===== src/la_pkg.sv =====
`default_nettype none

package la_pkg;

    typedef logic [31:0] word_t;
    typedef logic [4:0]  reg_idx_t;
    typedef logic [7:0]  mem_idx_t;
    typedef logic [11:0] alu_op_t;
    typedef logic        src_t;

    localparam int    MEM_WORDS    = 256;
    localparam int    SRAM_QDEPTH  = 2;
    localparam int    SRAM_QPTR_W  = $clog2(SRAM_QDEPTH);
    localparam int    PORT_CREDITS = 1;
    localparam int    CREDIT_W     = $clog2(SRAM_QDEPTH + 1);
    localparam word_t RESET_PC     = 32'h1c00_0000; // maps to word 0

    typedef logic [CREDIT_W-1:0] credit_t;

    localparam src_t SRC_CORE = 1'b0;
    localparam src_t SRC_HOST = 1'b1;

    // bit positions in the one-hot alu select
    localparam int ALU_ADD  = 0;
    localparam int ALU_SUB  = 1;
    localparam int ALU_SLT  = 2;
    localparam int ALU_SLTU = 3;
    localparam int ALU_AND  = 4;
    localparam int ALU_NOR  = 5;
    localparam int ALU_OR   = 6;
    localparam int ALU_XOR  = 7;
    localparam int ALU_SLL  = 8;
    localparam int ALU_SRL  = 9;
    localparam int ALU_SRA  = 10;
    localparam int ALU_LUI  = 11;

    typedef struct packed {
        word_t addr;
        word_t wdata;
        logic  we;
        src_t  src;
    } mem_req_t;

    typedef struct packed {
        word_t rdata;
        src_t  src;
    } mem_rsp_t;

    typedef struct packed {
        alu_op_t  alu_op;
        logic     src1_is_pc;
        logic     src2_is_imm;
        logic     src_reg_is_rd;
        logic     res_from_mem;
        logic     gr_we;
        logic     mem_we;
        logic     is_load;
        logic     is_store;
        logic     is_beq;
        logic     is_bne;
        logic     is_jirl;
        logic     is_jump;
        reg_idx_t dest;
        reg_idx_t rj;
        reg_idx_t rkd;
        word_t    imm;
        word_t    br_offs;
    } decoded_t;

    typedef struct packed {
        word_t    pc;
        logic     we;
        reg_idx_t wnum;
        word_t    wdata;
    } retire_t;

    typedef enum logic [2:0] {
        IDLE, FETCH, FWAIT, DECODE, EXEC, MEM, MWAIT, WB
    } core_state_e;

endpackage

`default_nettype wire


===== src/mem_arbiter.sv =====
`timescale 1ns/10ps
`default_nettype none

module mem_arbiter
    import la_pkg::*;
(
    input  wire           clk,
    input  wire           reset,
    input  wire           core_req_valid,
    input  wire mem_req_t core_req,
    output logic          core_req_credit,
    input  wire           host_req_valid,
    input  wire mem_req_t host_req,
    output logic          host_req_credit,
    output logic          sram_req_valid,
    output mem_req_t      sram_req,
    input  wire           sram_credit,
    input  wire           sram_rsp_valid,
    input  wire mem_rsp_t sram_rsp,
    output logic          core_rsp_valid,
    output logic          host_rsp_valid,
    output mem_rsp_t      rsp
);

    logic [1:0] in_valid;
    mem_req_t   in_req [2];
    logic [1:0] slot_valid;
    mem_req_t   slot_req [2];
    src_t       last_gnt;
    src_t       gnt_idx;
    logic       send;
    credit_t    mem_credit;

    // ports are indexed by their src tag
    assign in_valid  = {host_req_valid, core_req_valid};
    assign in_req[0] = core_req;
    assign in_req[1] = host_req;

    assign gnt_idx = (&slot_valid) ? ~last_gnt : slot_valid[1];
    assign send    = (|slot_valid) && (mem_credit != '0);

    assign sram_req_valid  = send;
    assign sram_req        = slot_req[gnt_idx];
    assign core_req_credit = send && (gnt_idx == SRC_CORE);
    assign host_req_credit = send && (gnt_idx == SRC_HOST);

    assign core_rsp_valid = sram_rsp_valid && (sram_rsp.src == SRC_CORE);
    assign host_rsp_valid = sram_rsp_valid && (sram_rsp.src == SRC_HOST);
    assign rsp            = sram_rsp;

    always_ff @(posedge clk) begin
        if (reset) begin
            slot_valid <= '0;
            last_gnt   <= SRC_HOST;
            mem_credit <= credit_t'(SRAM_QDEPTH);
        end else begin
            for (int i = 0; i < 2; i++) begin
                if (in_valid[i]) begin
                    slot_valid[i] <= 1'b1;
                end else if (send && (gnt_idx == src_t'(i))) begin
                    slot_valid[i] <= 1'b0;
                end
            end
            if (send) begin
                last_gnt <= gnt_idx;
            end
            mem_credit <= mem_credit - credit_t'(send) + credit_t'(sram_credit);
        end
    end

    always_ff @(posedge clk) begin
        for (int i = 0; i < 2; i++) begin
            if (in_valid[i]) begin
                slot_req[i]     <= in_req[i];
                slot_req[i].src <= src_t'(i); // tag by port, not by what the requester sent
            end
        end
    end

endmodule

`default_nettype wire


===== config.mk =====
export PLATFORM = sky130hd
export DESIGN_NAME = mem_arbiter
export DESIGN_NICKNAME = d
export VERILOG_FILES = /design/src/la_pkg.sv /design/src/mem_arbiter.sv
export SDC_FILE = /design/constraint.sdc
export NUM_CORES = 1
export LEC_CHECK = 0
export BUFFER_PORTS_ARGS = -buffer_cell sky130_fd_sc_hd__buf_2
export CORE_MARGIN = 8
export CORE_UTILIZATION = 45
export DETAILED_ROUTE_END_ITERATION = 10
export GPL_TIMING_DRIVEN = 0
export PLACE_DENSITY = 0.8
export SLEW_MARGIN = 40
export SYNTH_ARGS = -nofsm -noshare
export SYNTH_HDL_FRONTEND = slang
export SYNTH_SLANG_ARGS = --single-unit

===== constraint.sdc =====
create_clock -name clk -period 1.4 [get_ports clk]
set_input_delay 0 -clock clk [delete_from_list [all_inputs] [get_ports clk]]
set_output_delay 0 -clock clk [all_outputs]
set_load 0.02 [all_outputs]

==> impl_metrics.py, run 1 <==
metrics = {
    "route": {
        "routed_via_density": 4.801,
        "dr_wl_met3_mm": 2.093,
        "aggregate_routed_wire_length_mm": 18.38,
        "dr.pass1.iters": 4,
        "drt-wirelength-per-cell_um": 22.12,
        "highest-signal-layer": "met4",
        "drc": 0,
        "vias": 3990,
        "wl_met2_mm": 9.169,
        "antenna_nets_post_route": 0,
        "wl_met1_mm": 6.835,
        "drtIter0Drc": 256,
    },
    "placed_design": {
        "placement.cell_area_um2": 6743,
        "gp_congestion": 0.7505,
        "post-dp-hpwl_mm": 10.37,
        "port_buffers": 240,
    },
    "power": {
        "internal-power_uw": 8348,
        "seq_power_share_pct": 44.6,
        "pwr-share-clk_pct": 34.4,
        "power_density_nw_per_um2": 1205,
        "p_leak_uw": 0.003965,
        "share_comb_of_total_power_pct": 21.0,
        "p_switching_uw": 2778,
        "finalPower_uw": 11130,
        "worst_vdd_drop_uv": 882.6,
        "switching_share_pct": 24.97,
    },
    "global_route": {
        "grt_first_pass_wirelength_mm": 26.92,
        "first_global_vias": 4458,
        "gr-usage-all-layers_pct": 22.70,
        "gr-total-overflow": 0,
        "antenna_found_initial": 3,
        "pin_count_of_the_biggest_net_entering_global_routing": 38,
    },
    "worst_setup_path": {
        "timing.rr.start": "slot_valid[1]",
        "cp_data_required_time_ns": 1.40,
        "rrSetupSlack_ns": 0.03,
        "critPathKind": "flop to output pin",
        "highest_net_fanout_along_the_worst_path": 10,
        "worst_setup_end_kind": "output pin",
        "worst-endpoint-arrival_ns": 1.79,
        "rr_worst_depth": 7,
        "timing.critical_path.from_type": "flop",
        "worst_r2r_endpoint": "mem_credit[1]",
    },
    "final_layout": {
        "syn2layout_area_growth_pct": 73.69,
        "number_of_nets_in_the_final_layout": 844,
        "final_layout_size_suffix_gt1_share_pct": 57.08,
        "summed_area_of_non_filler_cells_in_the_final_layout_um2": 9236,
    },
    "sta": {
        "fin_ws_ns": -0.3926,
        "setup_viol": 68,
        "finClkSkew_ns": 0.004776,
        "timing.final.crit_share_pct": 128.0,
        "maxSlewViolCount": 0,
        "timing.final.hold_violations": 0,
        "tightest_pin_transition_ns": 0.4684,
        "rsz_0062_raised_after_global_routing": "yes",
        "slew-limit-headroom_pct": 68.77,
        "period_needed_ns": 1.793,
        "timing.fmax_mhz": 557.9,
    },
    "synth": {
        "mapped_cells": 270,
        "synthDominantAreaCellType": "edfxtp_1",
        "synth_most_common_cell": "edfxtp_1",
        "synth-seq-cells": 136,
        "synthesized_netlist_net_count": 442,
        "synthesized_area_um2": 5318,
        "synth_top_area_share_pct": 73.41,
        "number_of_enable_type_register_cells_in_the_synthesized_netlist": 130,
        "synth_cell_type_count": 22,
        "synth_sequential_area_ratio_pct": 75.67,
        "synthTopCellsByCount": "130 x edfxtp_1, 48 x mux2_2, 37 x buf_4, 17 x mux2_4, 6 x dfxtp_1",
        "synth.avg_cell_area_um2": 19.69,
        "top_post_synthesis_cells_by_area": "edfxtp_1 73%, mux2_2 10%, buf_4 5.2%",
        "synthFlopType": "edfxtp_1",
        "async_reset_ff_share_pct": 0,
        "yosysWarningCount": 0,
    },
    "clocking": {
        "skew_pair_late_insertion_delay_ns": 0.41,
        "numClockSinks": 136,
        "cts_tree": "yes",
        "clock_tree.root_cell": "clkbuf_16",
        "cts_max_level": 4,
        "cts_buffers": 17,
        "cts_clk_pin_slew_worst_paths_ns": 0.06,
        "max-clock-path-buffers": 2,
    },
    "floorplanning": {
        "i_o_pin_count": 275,
        "floorplan.die.width_um": 124.7,
        "core_area_um2": 11470,
        "fp-row-count": 39,
        "design.die.area_um2": 15550,
        "initial_cell_density_of_the_core_pct": 46.37,
        "floorplan.die.height_um": 124.7,
    },
    "min_path": {
        "hp-class": "primary input to flop",
        "worst_hold_path.num_cells": 1,
        "worst_hold_startpoint": "host_req_valid",
        "hold_path_end": "slot_req[1][26]",
    },
    "run_status": {
        "violated_checks": "negative setup slack",
        "run_status": "finished, violations left",
    },
    "flow_run": {
        "cap_violations": 0,
    },
}
-- state kept, by name (all words and copies together), names as in the netlist --
signal and count:
last_gnt 1, slot_valid 2, slot_req 131, mem_credit 2
-- worst max-delay path by stage --
stage	end	cells after the start	from
2_1_floorplan	core_req_credit	4	slot_valid[0]
3_3_place_gp	slot_req[1][64]	1	host_req_valid
3_5_place_dp	sram_req[4]	5	slot_valid[1]
4_1_cts	sram_req[38]	5	slot_valid[1]
5_1_grt	sram_req[31]	5	slot_valid[1]
6_report	sram_req[31]	5	slot_valid[1]
-- logic make-up after synthesis --
family / Yosys count / share of synthesized area [%]
flip-flops: 136 / 75.67
multiplexers: 66 / 15.15
buffers and inverters: 41 / 6.000
AND/OR/NAND/NOR: 18 / 1.765
AO/OA/AOI/OAI: 8 / 1.176
adder cells (fa/ha/maj): 1 / 0.2353
-- through the flow --
stage	hold slack, ns	util [%]	cells	setup WS [ns]	setup TNS, ns
2_1_floorplan	0.06907	-	270	0.1612	0
3_3_place_gp	0.1760	58.41	653	-0.1733	-23.73
3_5_place_dp	0.1781	58.80	655	-0.1272	-2.130
4_1_cts	0.05528	79.71	826	-0.4042	-23.92
6_report	0.05304	80.55	831	-0.3926	-22.54
5_1_grt	0.06486	80.55	831	-0.4412	-26.35
-- repair_timing --
item                                    4_1_cts  5_1_grt
buffers inserted                              5        1
pin swaps                                     3        0
endpoints found under the setup margin       68       70
hold endpoints to repair                    135        0
gates cloned                                  2        1
hold buffers                                132        0
gates resized for setup                     137       18
-- area by class of cell --
class                           instances  area [µm²]
Sequential cell                       136        4033
Timing Repair Buffer                  383        3044
Fill cell                             559        2231
Multi-Input combinational cell         93        1092
Clock buffer                           21       440.4
Buffer                                 40       377.9
Tap cell                              143       178.9
Clock inverter                         11       58.81
Antenna cell                            3       7.507
Inverter                                1       3.754
-- power by group through the flow --
stage	sequential, µW	combinational [µW]	clock [µW]
after floorplan	4970	907	0
after global placement	4990	1510	0
after detailed placement	5010	1550	0
after CTS	4930	2240	3810
after global routing	4980	2460	4030
final	4960	2340	3830
-- layout by cell type (no fill, tap or decap), types with 5 or more instances in the layout --
| master | n |
|---|---|
| mux2_2 | 20 |
| clkbuf_16 | 18 |
| edfxtp_1 | 130 |
| dlygate4sd3_1 | 132 |
| clkinv_2 | 5 |
| mux2_4 | 45 |
| buf_2 | 186 |
| buf_4 | 41 |
| buf_12 | 10 |
| buf_6 | 49 |
-- per-layer routing --
metal / vias up / GRT usage, %
met5: - / 0
met4: 0 / 8.575
met3: 19 / 9.830
met2: 285 / 36.87
met1: 1879 / 26.01
li1: 1807 / -
-- worst max-delay path, cell delays in order, from the launching register on --
cell and delay, ns:
dfxtp_2 0.33, a21boi_4 0.22, buf_12 0.16, buf_12 0.14, mux2_2 0.35, buf_4 0.17
(Power assumes the default switching activity.)
==> inputs of run 2 (changes only) <==
--- a/config.mk
+++ b/config.mk
@@ -7,10 +7,10 @@
 export LEC_CHECK = 0
 export BUFFER_PORTS_ARGS = -buffer_cell sky130_fd_sc_hd__buf_2
 export CORE_MARGIN = 8
-export CORE_UTILIZATION = 45
+export CORE_UTILIZATION = 39
 export DETAILED_ROUTE_END_ITERATION = 10
 export GPL_TIMING_DRIVEN = 0
-export PLACE_DENSITY = 0.8
+export PLACE_DENSITY = 0.7
 export SLEW_MARGIN = 40
 export SYNTH_ARGS = -nofsm -noshare
 export SYNTH_HDL_FRONTEND = slang
==> impl_metrics.py, run 2 (synthesis results as in run 1) <==
metrics = {
    "floorplanning": {
        "design.die.area_um2": 17630,
        "fp-row-count": 42,
        "floorplan.die.height_um": 132.8,
        "initial_cell_density_of_the_core_pct": 40.00,
        "i_o_pin_count": 275,
        "floorplan.die.width_um": 132.8,
        "core_area_um2": 13300,
    },
    "worst_setup_path": {
        "cp.buffers_inverters": 3,
        "cp_slowest_stage_delay_ns": 0.35,
        "timing.critical_path.from_type": "flop",
        "path_delay_family": "buffers and inverters",
        "timing.critical_path.mode_cell": "buf_12",
        "cp_cell_sequence": "a21boi_4 -> buf_12 -> buf_12 -> mux2_2 -> buf_4",
        "critPathKind": "flop to output pin",
        "worst_setup_end_kind": "output pin",
        "cp_data_required_time_ns": 1.40,
        "worst-endpoint-arrival_ns": 1.78,
        "critical-path-slowest-cell": "dfxtp_4",
        "highest_net_fanout_along_the_worst_path": 10,
    },
    "final_layout": {
        "reg.largest.list": "slot_req: 131 flops, mem_credit: 2 flops, slot_valid: 2 flops",
        "syn2layout_area_growth_pct": 76.78,
        "fillerInstances": 788,
        "largest_register_ff_count": 131,
        "layout.cells.most_common": "buf_2",
        "largest_register": "slot_req",
        "final_layout_size_suffix_gt1_share_pct": 57.99,
        "final_cell_mix": "186 x buf_2, 134 x dlygate4sd3_1, 130 x edfxtp_1",
        "number_of_nets_in_the_final_layout": 847,
    },
    "power": {
        "power_density_nw_per_um2": 1227,
        "worst_vdd_drop_uv": 888.8,
        "p_leak_uw": 0.004011,
    },
    "min_path": {
        "hp-class": "primary input to output pin",
    },
    "route": {
        "vias": 3946,
        "drt-wirelength-per-cell_um": 19.52,
        "antenna_nets_post_route": 0,
        "drtIter0Drc": 155,
        "routed_via_density": 4.562,
        "dr.pass1.iters": 4,
        "aggregate_routed_wire_length_mm": 16.89,
        "drc": 0,
    },
    "run_status": {
        "violated_checks": "negative setup slack",
        "run_status": "finished, violations left",
    },
    "clocking": {
        "max-clock-path-buffers": 2,
        "skew_pair_late_insertion_delay_ns": 0.40,
        "cts_clk_pin_slew_worst_paths_ns": 0.06,
        "numClockSinks": 136,
        "cts_tree": "yes",
        "cts_max_level": 4,
        "clock_tree.root_cell": "clkbuf_16",
        "cts_buffers": 17,
    },
    "sta": {
        "tns_ns": -22.16,
        "finClkSkew_ns": 0.001665,
        "fin_ws_ns": -0.3767,
        "tightest_pin_transition_ns": 0.3394,
        "timing.fmax_mhz": 562.8,
        "slew-limit-headroom_pct": 77.37,
        "rsz_0062_raised_after_global_routing": "yes",
        "setup_viol": 68,
        "maxSlewViolCount": 0,
        "timing.final.hold_violations": 0,
        "period_needed_ns": 1.777,
        "timing.final.crit_share_pct": 126.9,
    },
    "global_route": {
        "antenna_found_initial": 1,
        "pin_count_of_the_biggest_net_entering_global_routing": 52,
        "gr-usage-all-layers_pct": 18.67,
        "grt_first_pass_wirelength_mm": 25.70,
        "gr-total-overflow": 0,
        "first_global_vias": 4596,
    },
    "placed_design": {
        "gp_congestion": 0.7511,
        "post-dp-hpwl_mm": 9.696,
        "port_buffers": 240,
        "dpl_worst_slack_ns": -0.1470,
    },
    "flow_run": {
        "cap_violations": 0,
    },
}
run 2: area by class of cell:
type,instances,area [µm²],area share (%)
buffer,40,377.9,4.020
inverter,1,3.754,0.03993
multi-input combinational,93,1099,11.69
clock inverter,15,143.9,1.531
timing repair buffer,386,3098,32.96
antenna,1,2.502,0.02662
clock buffer,17,425.4,4.525
tap,176,220.2,2.343
sequential,136,4030,42.87
run 2: final timing paths:
check,from,to,slack [ns],cells past startpoint
min,sram_rsp[17],rsp[17],0.22,2
max,last_gnt,sram_req[46],-0.38,5
max reg2reg,slot_valid[1],mem_credit[1],0.02,6
min reg2reg,slot_req[1][0],slot_req[1][0],0.46,1
run 2: power by group:
part | internal, µW | switching, µW
combinational | 1320 | 1010
clock | 2480 | 1790
sequential | 4820 | 118
total | 8620 | 2920
run 2: metal layers:
layer  routed length, µm  vias to the layer above  track usage [%]
met5                   0                        -                0
met4                 232                        0            7.003
met3                1675                       16            7.570
met2                8590                      226            32.41
met1                6390                     1898            19.99
li1                    -                     1806                -
run 2: what timing repair did:
item / CTS / global route
pin swaps: 3 / 0
hold endpoints to repair: 181 / 0
hold buffers: 134 / 0
gates resized for setup: 131 / 28
buffers inserted: 7 / 0
endpoints found under the setup margin: 68 / 70
gates cloned: 2 / 1
run 2: stage by stage:
stage / hold slack [ns] / power, µW / area (µm²) / std cells / utilization, %
finish: 0.2207 / 11540 / 9400 / 865 / 70.70
global route: 0.2284 / 11930 / 9400 / 865 / 70.70
CTS: 0.2209 / 11470 / 9285 / 863 / 69.84
detailed placement: 0.1781 / 6543 / 6799 / 688 / 51.14
global placement: 0.1764 / 6493 / 6739 / 686 / 50.69
floorplan: 0.06907 / 5875 / 5318 / 270 / -
