File: config.mk
export PLATFORM = sky130hd
export DESIGN_NAME = la_core
export DESIGN_NICKNAME = d
export VERILOG_FILES = /design/src/la_pkg.sv /design/src/la_decoder.sv /design/src/la_regfile.sv /design/src/la_alu.sv /design/src/la_core.sv
export SDC_FILE = /design/constraint.sdc
export NUM_CORES = 2
export LEC_CHECK = 0
export BUFFER_PORTS_ARGS = -buffer_cell sky130_fd_sc_hd__buf_4
export CAP_MARGIN = 0
export CORE_MARGIN = 2
export CORE_UTILIZATION = 55
export CTS_CLUSTER_DIAMETER = 40
export CTS_CLUSTER_SIZE = 25
export DETAILED_ROUTE_END_ITERATION = 8
export PLACE_DENSITY_LB_ADDON = 0.2
export REMOVE_ABC_BUFFERS = 1
export SYNTH_ARGS = -nofsm -noshare
export SYNTH_HDL_FRONTEND = slang
export SYNTH_SLANG_ARGS = --single-unit
File: constraint.sdc
create_clock -name clk -period 7.13 [get_ports clk]
set_input_delay 1.426 -clock clk [delete_from_list [all_inputs] [get_ports clk]]
set_output_delay 1.426 -clock clk [all_outputs]
set_load 0.03 [all_outputs]
File: src/la_pkg.sv
`default_nettype none

package la_pkg;

    typedef logic [31:0] word_t;
    typedef logic [4:0]  reg_idx_t;
    typedef logic [7:0]  mem_idx_t;
    typedef logic [11:0] alu_op_t;
    typedef logic        src_t;

    localparam int    MEM_WORDS    = 256;
    localparam int    SRAM_QDEPTH  = 2;
    localparam int    SRAM_QPTR_W  = $clog2(SRAM_QDEPTH);
    localparam int    PORT_CREDITS = 1;
    localparam int    CREDIT_W     = $clog2(SRAM_QDEPTH + 1);
    localparam word_t RESET_PC     = 32'h1c00_0000; // maps to word 0

    typedef logic [CREDIT_W-1:0] credit_t;

    localparam src_t SRC_CORE = 1'b0;
    localparam src_t SRC_HOST = 1'b1;

    // bit positions in the one-hot alu select
    localparam int ALU_ADD  = 0;
    localparam int ALU_SUB  = 1;
    localparam int ALU_SLT  = 2;
    localparam int ALU_SLTU = 3;
    localparam int ALU_AND  = 4;
    localparam int ALU_NOR  = 5;
    localparam int ALU_OR   = 6;
    localparam int ALU_XOR  = 7;
    localparam int ALU_SLL  = 8;
    localparam int ALU_SRL  = 9;
    localparam int ALU_SRA  = 10;
    localparam int ALU_LUI  = 11;

    typedef struct packed {
        word_t addr;
        word_t wdata;
        logic  we;
        src_t  src;
    } mem_req_t;

    typedef struct packed {
        word_t rdata;
        src_t  src;
    } mem_rsp_t;

    typedef struct packed {
        alu_op_t  alu_op;
        logic     src1_is_pc;
        logic     src2_is_imm;
        logic     src_reg_is_rd;
        logic     res_from_mem;
        logic     gr_we;
        logic     mem_we;
        logic     is_load;
        logic     is_store;
        logic     is_beq;
        logic     is_bne;
        logic     is_jirl;
        logic     is_jump;
        reg_idx_t dest;
        reg_idx_t rj;
        reg_idx_t rkd;
        word_t    imm;
        word_t    br_offs;
    } decoded_t;

    typedef struct packed {
        word_t    pc;
        logic     we;
        reg_idx_t wnum;
        word_t    wdata;
    } retire_t;

    typedef enum logic [2:0] {
        IDLE, FETCH, FWAIT, DECODE, EXEC, MEM, MWAIT, WB
    } core_state_e;

endpackage

`default_nettype wire

File: src/la_decoder.sv
`timescale 1ns/10ps
`default_nettype none

module la_decoder
    import la_pkg::*;
(
    input  wire word_t inst,
    output decoded_t   dec
);

    logic [5:0]  op_31_26;
    logic [3:0]  op_25_22;
    logic [1:0]  op_21_20;
    logic [4:0]  op_19_15;
    reg_idx_t    rd;
    reg_idx_t    rj;
    reg_idx_t    rk;
    logic [11:0] i12;
    logic [19:0] i20;
    logic [15:0] i16;
    logic [25:0] i26;
    logic        is_3r;
    logic        is_shift;
    logic        inst_add_w;
    logic        inst_sub_w;
    logic        inst_slt;
    logic        inst_sltu;
    logic        inst_nor;
    logic        inst_and;
    logic        inst_or;
    logic        inst_xor;
    logic        inst_slli_w;
    logic        inst_srli_w;
    logic        inst_srai_w;
    logic        inst_addi_w;
    logic        inst_ld_w;
    logic        inst_st_w;
    logic        inst_jirl;
    logic        inst_b;
    logic        inst_bl;
    logic        inst_beq;
    logic        inst_bne;
    logic        inst_lu12i_w;

    assign op_31_26 = inst[31:26];
    assign op_25_22 = inst[25:22];
    assign op_21_20 = inst[21:20];
    assign op_19_15 = inst[19:15];
    assign rd       = inst[4:0];
    assign rj       = inst[9:5];
    assign rk       = inst[14:10];
    assign i12      = inst[21:10];
    assign i20      = inst[24:5];
    assign i16      = inst[25:10];
    assign i26      = {inst[9:0], inst[25:10]}; // offs[25:16] sits in the low bits

    assign is_3r    = (op_31_26 == 6'h00) && (op_25_22 == 4'h0) && (op_21_20 == 2'h1);
    assign is_shift = (op_31_26 == 6'h00) && (op_25_22 == 4'h1) && (op_21_20 == 2'h0);

    assign inst_add_w   = is_3r && (op_19_15 == 5'h00);
    assign inst_sub_w   = is_3r && (op_19_15 == 5'h02);
    assign inst_slt     = is_3r && (op_19_15 == 5'h04);
    assign inst_sltu    = is_3r && (op_19_15 == 5'h05);
    assign inst_nor     = is_3r && (op_19_15 == 5'h08);
    assign inst_and     = is_3r && (op_19_15 == 5'h09);
    assign inst_or      = is_3r && (op_19_15 == 5'h0a);
    assign inst_xor     = is_3r && (op_19_15 == 5'h0b);
    assign inst_slli_w  = is_shift && (op_19_15 == 5'h01);
    assign inst_srli_w  = is_shift && (op_19_15 == 5'h09);
    assign inst_srai_w  = is_shift && (op_19_15 == 5'h11);
    assign inst_addi_w  = (op_31_26 == 6'h00) && (op_25_22 == 4'ha);
    assign inst_ld_w    = (op_31_26 == 6'h0a) && (op_25_22 == 4'h2);
    assign inst_st_w    = (op_31_26 == 6'h0a) && (op_25_22 == 4'h6);
    assign inst_jirl    = (op_31_26 == 6'h13);
    assign inst_b       = (op_31_26 == 6'h14);
    assign inst_bl      = (op_31_26 == 6'h15);
    assign inst_beq     = (op_31_26 == 6'h16);
    assign inst_bne     = (op_31_26 == 6'h17);
    assign inst_lu12i_w = (op_31_26 == 6'h05) && !inst[25];

    // address generation and the link value both go through the adder
    assign dec.alu_op[ALU_ADD]  = inst_add_w | inst_addi_w | inst_ld_w | inst_st_w
                                | inst_jirl | inst_bl;
    assign dec.alu_op[ALU_SUB]  = inst_sub_w;
    assign dec.alu_op[ALU_SLT]  = inst_slt;
    assign dec.alu_op[ALU_SLTU] = inst_sltu;
    assign dec.alu_op[ALU_AND]  = inst_and;
    assign dec.alu_op[ALU_NOR]  = inst_nor;
    assign dec.alu_op[ALU_OR]   = inst_or;
    assign dec.alu_op[ALU_XOR]  = inst_xor;
    assign dec.alu_op[ALU_SLL]  = inst_slli_w;
    assign dec.alu_op[ALU_SRL]  = inst_srli_w;
    assign dec.alu_op[ALU_SRA]  = inst_srai_w;
    assign dec.alu_op[ALU_LUI]  = inst_lu12i_w;

    assign dec.src1_is_pc    = inst_jirl | inst_bl | inst_b;
    assign dec.src2_is_imm   = inst_slli_w | inst_srli_w | inst_srai_w | inst_addi_w
                             | inst_ld_w | inst_st_w | inst_lu12i_w | inst_jirl
                             | inst_bl | inst_b;
    assign dec.src_reg_is_rd = inst_beq | inst_bne | inst_st_w;
    assign dec.res_from_mem  = inst_ld_w;
    assign dec.gr_we         = inst_add_w | inst_sub_w | inst_slt | inst_sltu | inst_nor
                             | inst_and | inst_or | inst_xor | inst_slli_w | inst_srli_w
                             | inst_srai_w | inst_addi_w | inst_ld_w | inst_jirl | inst_bl
                             | inst_lu12i_w; // unknown encodings write nothing
    assign dec.mem_we        = inst_st_w;
    assign dec.is_load       = inst_ld_w;
    assign dec.is_store      = inst_st_w;
    assign dec.is_beq        = inst_beq;
    assign dec.is_bne        = inst_bne;
    assign dec.is_jirl       = inst_jirl;
    assign dec.is_jump       = inst_b | inst_bl;

    assign dec.dest = inst_bl ? 5'd1 : rd;
    assign dec.rj   = rj;
    assign dec.rkd  = dec.src_reg_is_rd ? rd : rk;

    assign dec.imm = (inst_jirl | inst_bl) ? 32'd4 :
                     inst_lu12i_w          ? {i20, 12'b0} :
                                             {{20{i12[11]}}, i12};

    assign dec.br_offs = (inst_b | inst_bl) ? {{4{i26[25]}}, i26, 2'b0} :
                                              {{14{i16[15]}}, i16, 2'b0};

endmodule

`default_nettype wire

File: src/la_regfile.sv
`timescale 1ns/10ps
`default_nettype none

module la_regfile
    import la_pkg::*;
(
    input  wire           clk,
    input  wire reg_idx_t raddr1,
    input  wire reg_idx_t raddr2,
    input  wire reg_idx_t waddr,
    input  wire           we,
    input  wire word_t    wdata,
    output word_t         rdata1,
    output word_t         rdata2
);

    word_t regs [32];

    always_ff @(posedge clk) begin
        if (we && (waddr != '0)) begin
            regs[waddr] <= wdata;
        end
    end

    assign rdata1 = (raddr1 == '0) ? '0 : regs[raddr1];
    assign rdata2 = (raddr2 == '0) ? '0 : regs[raddr2];

endmodule

`default_nettype wire

File: src/la_alu.sv
`timescale 1ns/10ps
`default_nettype none

module la_alu
    import la_pkg::*;
(
    input  wire alu_op_t alu_op,
    input  wire word_t   src1,
    input  wire word_t   src2,
    output word_t        result
);

    word_t      sum;
    word_t      diff;
    logic [4:0] shamt;

    assign sum   = src1 + src2;
    assign diff  = src1 - src2;
    assign shamt = src2[4:0];

    // the select is one-hot, so the terms can simply be ored together
    assign result = ({32{alu_op[ALU_ADD]}}  & sum)
                  | ({32{alu_op[ALU_SUB]}}  & diff)
                  | ({32{alu_op[ALU_SLT]}}  & {31'b0, $signed(src1) < $signed(src2)})
                  | ({32{alu_op[ALU_SLTU]}} & {31'b0, src1 < src2})
                  | ({32{alu_op[ALU_AND]}}  & (src1 & src2))
                  | ({32{alu_op[ALU_NOR]}}  & ~(src1 | src2))
                  | ({32{alu_op[ALU_OR]}}   & (src1 | src2))
                  | ({32{alu_op[ALU_XOR]}}  & (src1 ^ src2))
                  | ({32{alu_op[ALU_SLL]}}  & (src1 << shamt))
                  | ({32{alu_op[ALU_SRL]}}  & (src1 >> shamt))
                  | ({32{alu_op[ALU_SRA]}}  & word_t'($signed(src1) >>> shamt))
                  | ({32{alu_op[ALU_LUI]}}  & src2);

endmodule

`default_nettype wire

File: src/la_core.sv
`timescale 1ns/10ps
`default_nettype none

module la_core
    import la_pkg::*;
(
    input  wire           clk,
    input  wire           reset,
    input  wire           run,
    output logic          req_valid,
    output mem_req_t      req,
    input  wire           req_credit,
    input  wire           rsp_valid,
    input  wire mem_rsp_t rsp,
    output logic          retire_valid,
    output retire_t       retire
);

    core_state_e state;
    word_t       pc;
    word_t       next_pc;
    word_t       inst;
    word_t       rj_val;
    word_t       rkd_val;
    word_t       alu_res;
    word_t       load_data;
    decoded_t    dec;
    decoded_t    dec_q;
    credit_t     credits;
    word_t       rf_rdata1;
    word_t       rf_rdata2;
    word_t       alu_src1;
    word_t       alu_src2;
    word_t       alu_out;
    word_t       wb_data;
    word_t       br_target;
    logic        rf_we;
    logic        rj_eq_rkd;
    logic        br_taken;
    logic        send;

    la_decoder dec_i (
        .inst (inst),
        .dec  (dec)
    );

    // operands are read while the new instruction is in DECODE
    la_regfile rf_i (
        .clk    (clk),
        .raddr1 (dec.rj),
        .raddr2 (dec.rkd),
        .waddr  (dec_q.dest),
        .we     (rf_we),
        .wdata  (wb_data),
        .rdata1 (rf_rdata1),
        .rdata2 (rf_rdata2)
    );

    la_alu alu_i (
        .alu_op (dec_q.alu_op),
        .src1   (alu_src1),
        .src2   (alu_src2),
        .result (alu_out)
    );

    assign alu_src1  = dec_q.src1_is_pc ? pc : rj_val;
    assign alu_src2  = dec_q.src2_is_imm ? dec_q.imm : rkd_val;
    assign rj_eq_rkd = (rj_val == rkd_val);
    assign br_taken  = dec_q.is_jump | dec_q.is_jirl
                     | (dec_q.is_beq & rj_eq_rkd) | (dec_q.is_bne & ~rj_eq_rkd);
    assign br_target = (dec_q.is_jirl ? rj_val : pc) + dec_q.br_offs;

    // one request at a time, and only with a credit in hand
    assign send      = ((state == FETCH) || (state == MEM)) && (credits != '0);
    assign req_valid = send;
    assign req.addr  = (state == MEM) ? alu_res : pc;
    assign req.wdata = rkd_val;
    assign req.we    = (state == MEM) && dec_q.mem_we;
    assign req.src   = SRC_CORE;

    assign wb_data      = dec_q.res_from_mem ? load_data : alu_res;
    assign rf_we        = (state == WB) && dec_q.gr_we && (dec_q.dest != '0);
    assign retire_valid = (state == WB);
    assign retire.pc    = pc;
    assign retire.we    = rf_we;
    assign retire.wnum  = dec_q.dest;
    assign retire.wdata = wb_data;

    always_ff @(posedge clk) begin
        if (reset) begin
            state   <= IDLE;
            pc      <= RESET_PC;
            credits <= credit_t'(PORT_CREDITS);
        end else begin
            credits <= credits - credit_t'(send) + credit_t'(req_credit);
            case (state)
                IDLE: begin
                    if (run) begin
                        state <= FETCH;
                    end
                end
                FETCH: begin
                    if (send) begin
                        state <= FWAIT;
                    end
                end
                FWAIT: begin
                    if (rsp_valid) begin
                        state <= DECODE;
                    end
                end
                DECODE: state <= EXEC;
                EXEC: state <= (dec_q.is_load || dec_q.is_store) ? MEM : WB;
                MEM: begin
                    if (send) begin
                        state <= dec_q.is_load ? MWAIT : WB; // stores get no response
                    end
                end
                MWAIT: begin
                    if (rsp_valid) begin
                        state <= WB;
                    end
                end
                WB: begin
                    pc    <= next_pc;
                    state <= run ? FETCH : IDLE;
                end
                default: state <= IDLE;
            endcase
        end
    end

    always_ff @(posedge clk) begin
        case (state)
            FWAIT: begin
                if (rsp_valid) begin
                    inst <= rsp.rdata;
                end
            end
            DECODE: begin
                dec_q   <= dec;
                rj_val  <= rf_rdata1;
                rkd_val <= rf_rdata2;
            end
            EXEC: begin
                alu_res <= alu_out;
                next_pc <= br_taken ? br_target : pc + 32'd4;
            end
            MWAIT: begin
                if (rsp_valid) begin
                    load_data <= rsp.rdata;
                end
            end
            default: ;
        endcase
    end

endmodule

`default_nettype wire

==> results.py <==
metrics = {
    "die": {
        "fp.dieW_um": 366,
        "start_util_pct": 55.5,
        "num_rows": 132,
        "core-area_um2": 130000,
        "die_h_um": 366,
        "die_area_um2": 134000,
        "ios": 176,
    },
    "yosys": {
        "syn_inst": 6001,
        "synth_area_leaders": "edfxtp_1 54%, mux4_2 10%, nand2_1 5.9%",
        "ys_ff_latch": 1337,
        "synthFlopType": "edfxtp_1",
        "synth_top_area_share_pct": 54.3,
        "avgSynthCellArea_um2": 12.0,
        "synth-edff-count": 1300,
        "synthDistinctLibCells": 84,
        "ys.warnings.count": 0,
        "synth_top_area_cell": "edfxtp_1",
        "synth_area_um2": 71900,
        "seq_area_frac_synth_pct": 55.3,
        "async_flop_share_pct": 0,
    },
    "power_and_ir_drop": {
        "p_sw_mw": 5.99,
        "comb_power_share_pct": 14.2,
        "swShare_pct": 28.7,
        "peakVddDrop_uv": 237,
        "clkPwrFrac_pct": 42.9,
        "p_seq_share_pct": 42.9,
        "finalPower_mw": 20.9,
        "leakagePower_nw": 29.3,
        "pwr_density_cell_nw_per_um2": 257,
        "p_int_mw": 14.9,
    },
    "critical_path": {
        "r2r-start": "dec_q[89]$_DFFE_PN_",
        "worstSetupPathType": "reg -> reg",
        "cp.arrival_ns": 6.06,
        "rr_worst_depth": 13,
        "critPathRequiredTime_ns": 7.62,
        "r2r_slack_ns": 1.56,
        "critPathMaxFanout": 17,
        "r2r_end": "alu_res[27]$_DFFE_PP_",
        "start_kind": "flop",
        "critPathCaptureType": "flop",
    },
    "sta": {
        "setup_viol": 0,
        "setup_ws_ns": 1.56,
        "slew_headroom_pct": 8.16,
        "finalHoldViolCount": 0,
        "rsz0062_at_grt": "no",
        "slew_viol_final": 0,
        "clock_skew_ns": 0.0569,
        "fin_crit_sh_pct": 78.1,
        "clock.fmax_mhz": 180,
        "min_period_ns": 5.57,
        "worst_slew_pin_slew_ns": 1.37,
    },
    "cts": {
        "clkTransAtPathRegs_ns": 0.06,
        "cts_sinks": 1337,
        "hold_buffers": 0,
        "ctsResizeCount": 0,
        "cts-root-buf": "clkbuf_16",
        "clock_latency_ns": 0.84,
        "post_cts_buffers": 0,
        "cts_buffers": 173,
        "cts_tree": "built",
        "clock_path_buffers": 3,
        "h-tree-depth": 4,
    },
    "detailed_routing": {
        "vias_per_cell": 6.98,
        "top_layer_used": "met5",
        "drc": 0,
        "dr.pass1.iters": 8,
        "dr_wl_met3_mm": 40.6,
        "via_count": 55775,
        "drt-total-wl_mm": 268,
        "wl_per_cell_um": 33.6,
        "initialDrtViolationCount": 9362,
        "drt-met1-wl_mm": 93.9,
        "met2_length_mm": 114,
        "ant_nets": 0,
    },
    "min_path": {
        "min_from": "next_pc[28]$_DFFE_PP_",
        "hold_path_depth": 2,
        "hold_end": "pc[28]$_SDFFE_PP1P_",
        "hp-class": "reg -> reg",
    },
    "run_status": {
        "status": "complete, no violations",
    },
    "place": {
        "place_ws_ns": 1.84,
        "routabilityCongestion": 1.02,
        "hpwl_mm": 169,
        "port_buffers": 173,
    },
    "global_routing": {
        "groute.usage.overall_pct": 39.9,
        "grt_pass1_vias": 52144,
        "grt_pass1_wl_mm": 376,
        "antenna_found_initial": 23,
        "grt_max_degree": 152,
        "grt.overflow.total": 0,
    },
    "final_layout": {
        "drive_above_1_share_pct": 19.0,
        "final_nets": 6258,
        "mostFrequentLayoutCell": "edfxtp_1",
        "most-common-layout-cells": "1,300 x edfxtp_1, 1,122 x nand2_1, 598 x nand3_1",
        "areaGrowthSynthToFinish_pct": 13.1,
    },
    "flow_run": {
        "maxCapViolCount": 0,
    },
}
final cells by class:
type                            instances  area, µm²
Fill cell                            9868      48300
Tap cell                             1742       2180
Inverter                              123        464
Antenna cell                           11       27.5
Clock inverter                        139       1630
Clock buffer                          187       4400
Timing Repair Buffer                  317       2490
Sequential cell                      1337      39800
Multi-Input combinational cell       4136      30400
routing by layer:
metal | up-vias | global-route usage, %
met5 | - | 0
met4 | 20 | 24.9
met3 | 940 | 12.5
met2 | 4666 | 57.5
met1 | 27249 | 52.8
li1 | 22900 | -
sequential cells by signal, indices dropped and copies added (netlist names), 3 cells and up:
name / flops
state: 3
rj_val: 32
dec_q: 79
inst: 32
rkd_val: 32
pc: 32
load_data: 32
retire: 5
next_pc: 32
rf_i.regs: 1024
alu_res: 32
Yosys cell counts, types with 63 or more instances:
master / n
mux4_2: 321
nor2_1: 273
nor3_1: 79
buf_2: 79
o21ai_0: 100
mux2_2: 136
mux2i_1: 270
nand3_1: 600
nand2_1: 1122
inv_1: 115
a21oi_1: 271
edfxtp_1: 1300
xnor2_1: 63
ha_1: 129
clkbuf_1: 281
critical path, cell delays in order, from the launching register on:
cell and delay, ns:
edfxtp_1 1.03, buf_4 0.36, mux2_2 0.45, inv_1 0.10
ha_1 0.29, inv_1 0.18, nor3_1 0.31, nand2_1 0.09
or4_1 0.55, a31oi_1 0.61, a221o_1 0.43, a211oi_1 0.12
o32ai_1 0.49, o2111ai_1 0.21
power by group through the flow:
stage | clock [mW] | combinational [mW] | sequential (mW)
finish | 8.96 | 2.97 | 8.96
floorplan | 0 | 2.13 | 9.15
global placement | 0 | 2.85 | 9.11
global route | 9.31 | 3.13 | 8.96
detailed placement | 0 | 2.87 | 9.11
CTS | 9.01 | 2.89 | 8.95
worst max-delay path by stage:
stage	start	end	slack, ns	cells after the start
after floorplan	inst[29]$_DFFE_PP_	rkd_val[0]$_SDFFCE_PN0N_	-9.87	8
final	dec_q[89]$_DFFE_PN_	alu_res[27]$_DFFE_PP_	1.56	13
after CTS	dec_q[89]$_DFFE_PN_	alu_res[27]$_DFFE_PP_	1.74	13
after global placement	dec_q[89]$_DFFE_PN_	alu_res[24]$_DFFE_PP_	1.90	11
after detailed placement	dec_q[89]$_DFFE_PN_	alu_res[27]$_DFFE_PP_	1.84	13
after global routing	dec_q[89]$_DFFE_PN_	alu_res[27]$_DFFE_PP_	1.46	10
per-stage QoR:
stage / setup TNS, ns / hold slack [ns] / area, µm² / instances / util, %
final: 0 / 0.458 / 81400 / 7992 / 62.8
after global routing: 0 / 0.471 / 81300 / 7982 / 62.7
after CTS: 0 / 0.462 / 81300 / 7981 / 62.7
after detailed placement: 0 / 0.449 / 75300 / 7655 / 58.1
after global placement: 0 / 0.438 / 75300 / 7655 / 58.1
after floorplan: -527.30 / 0.433 / 70200 / 5596 / -
cells by family after synthesis:
group           Yosys count  share of synthesized area (%)
other cells               1                        0.00521
fa+ha+maj               132                           2.33
flops                  1337                           55.3
mux                     736                           16.2
xor+xnor                120                           1.46
simple gates           2324                           14.3
buf+inv                 560                           3.17
compound gates          791                           7.28
Power figures use the tool's default switching activity.
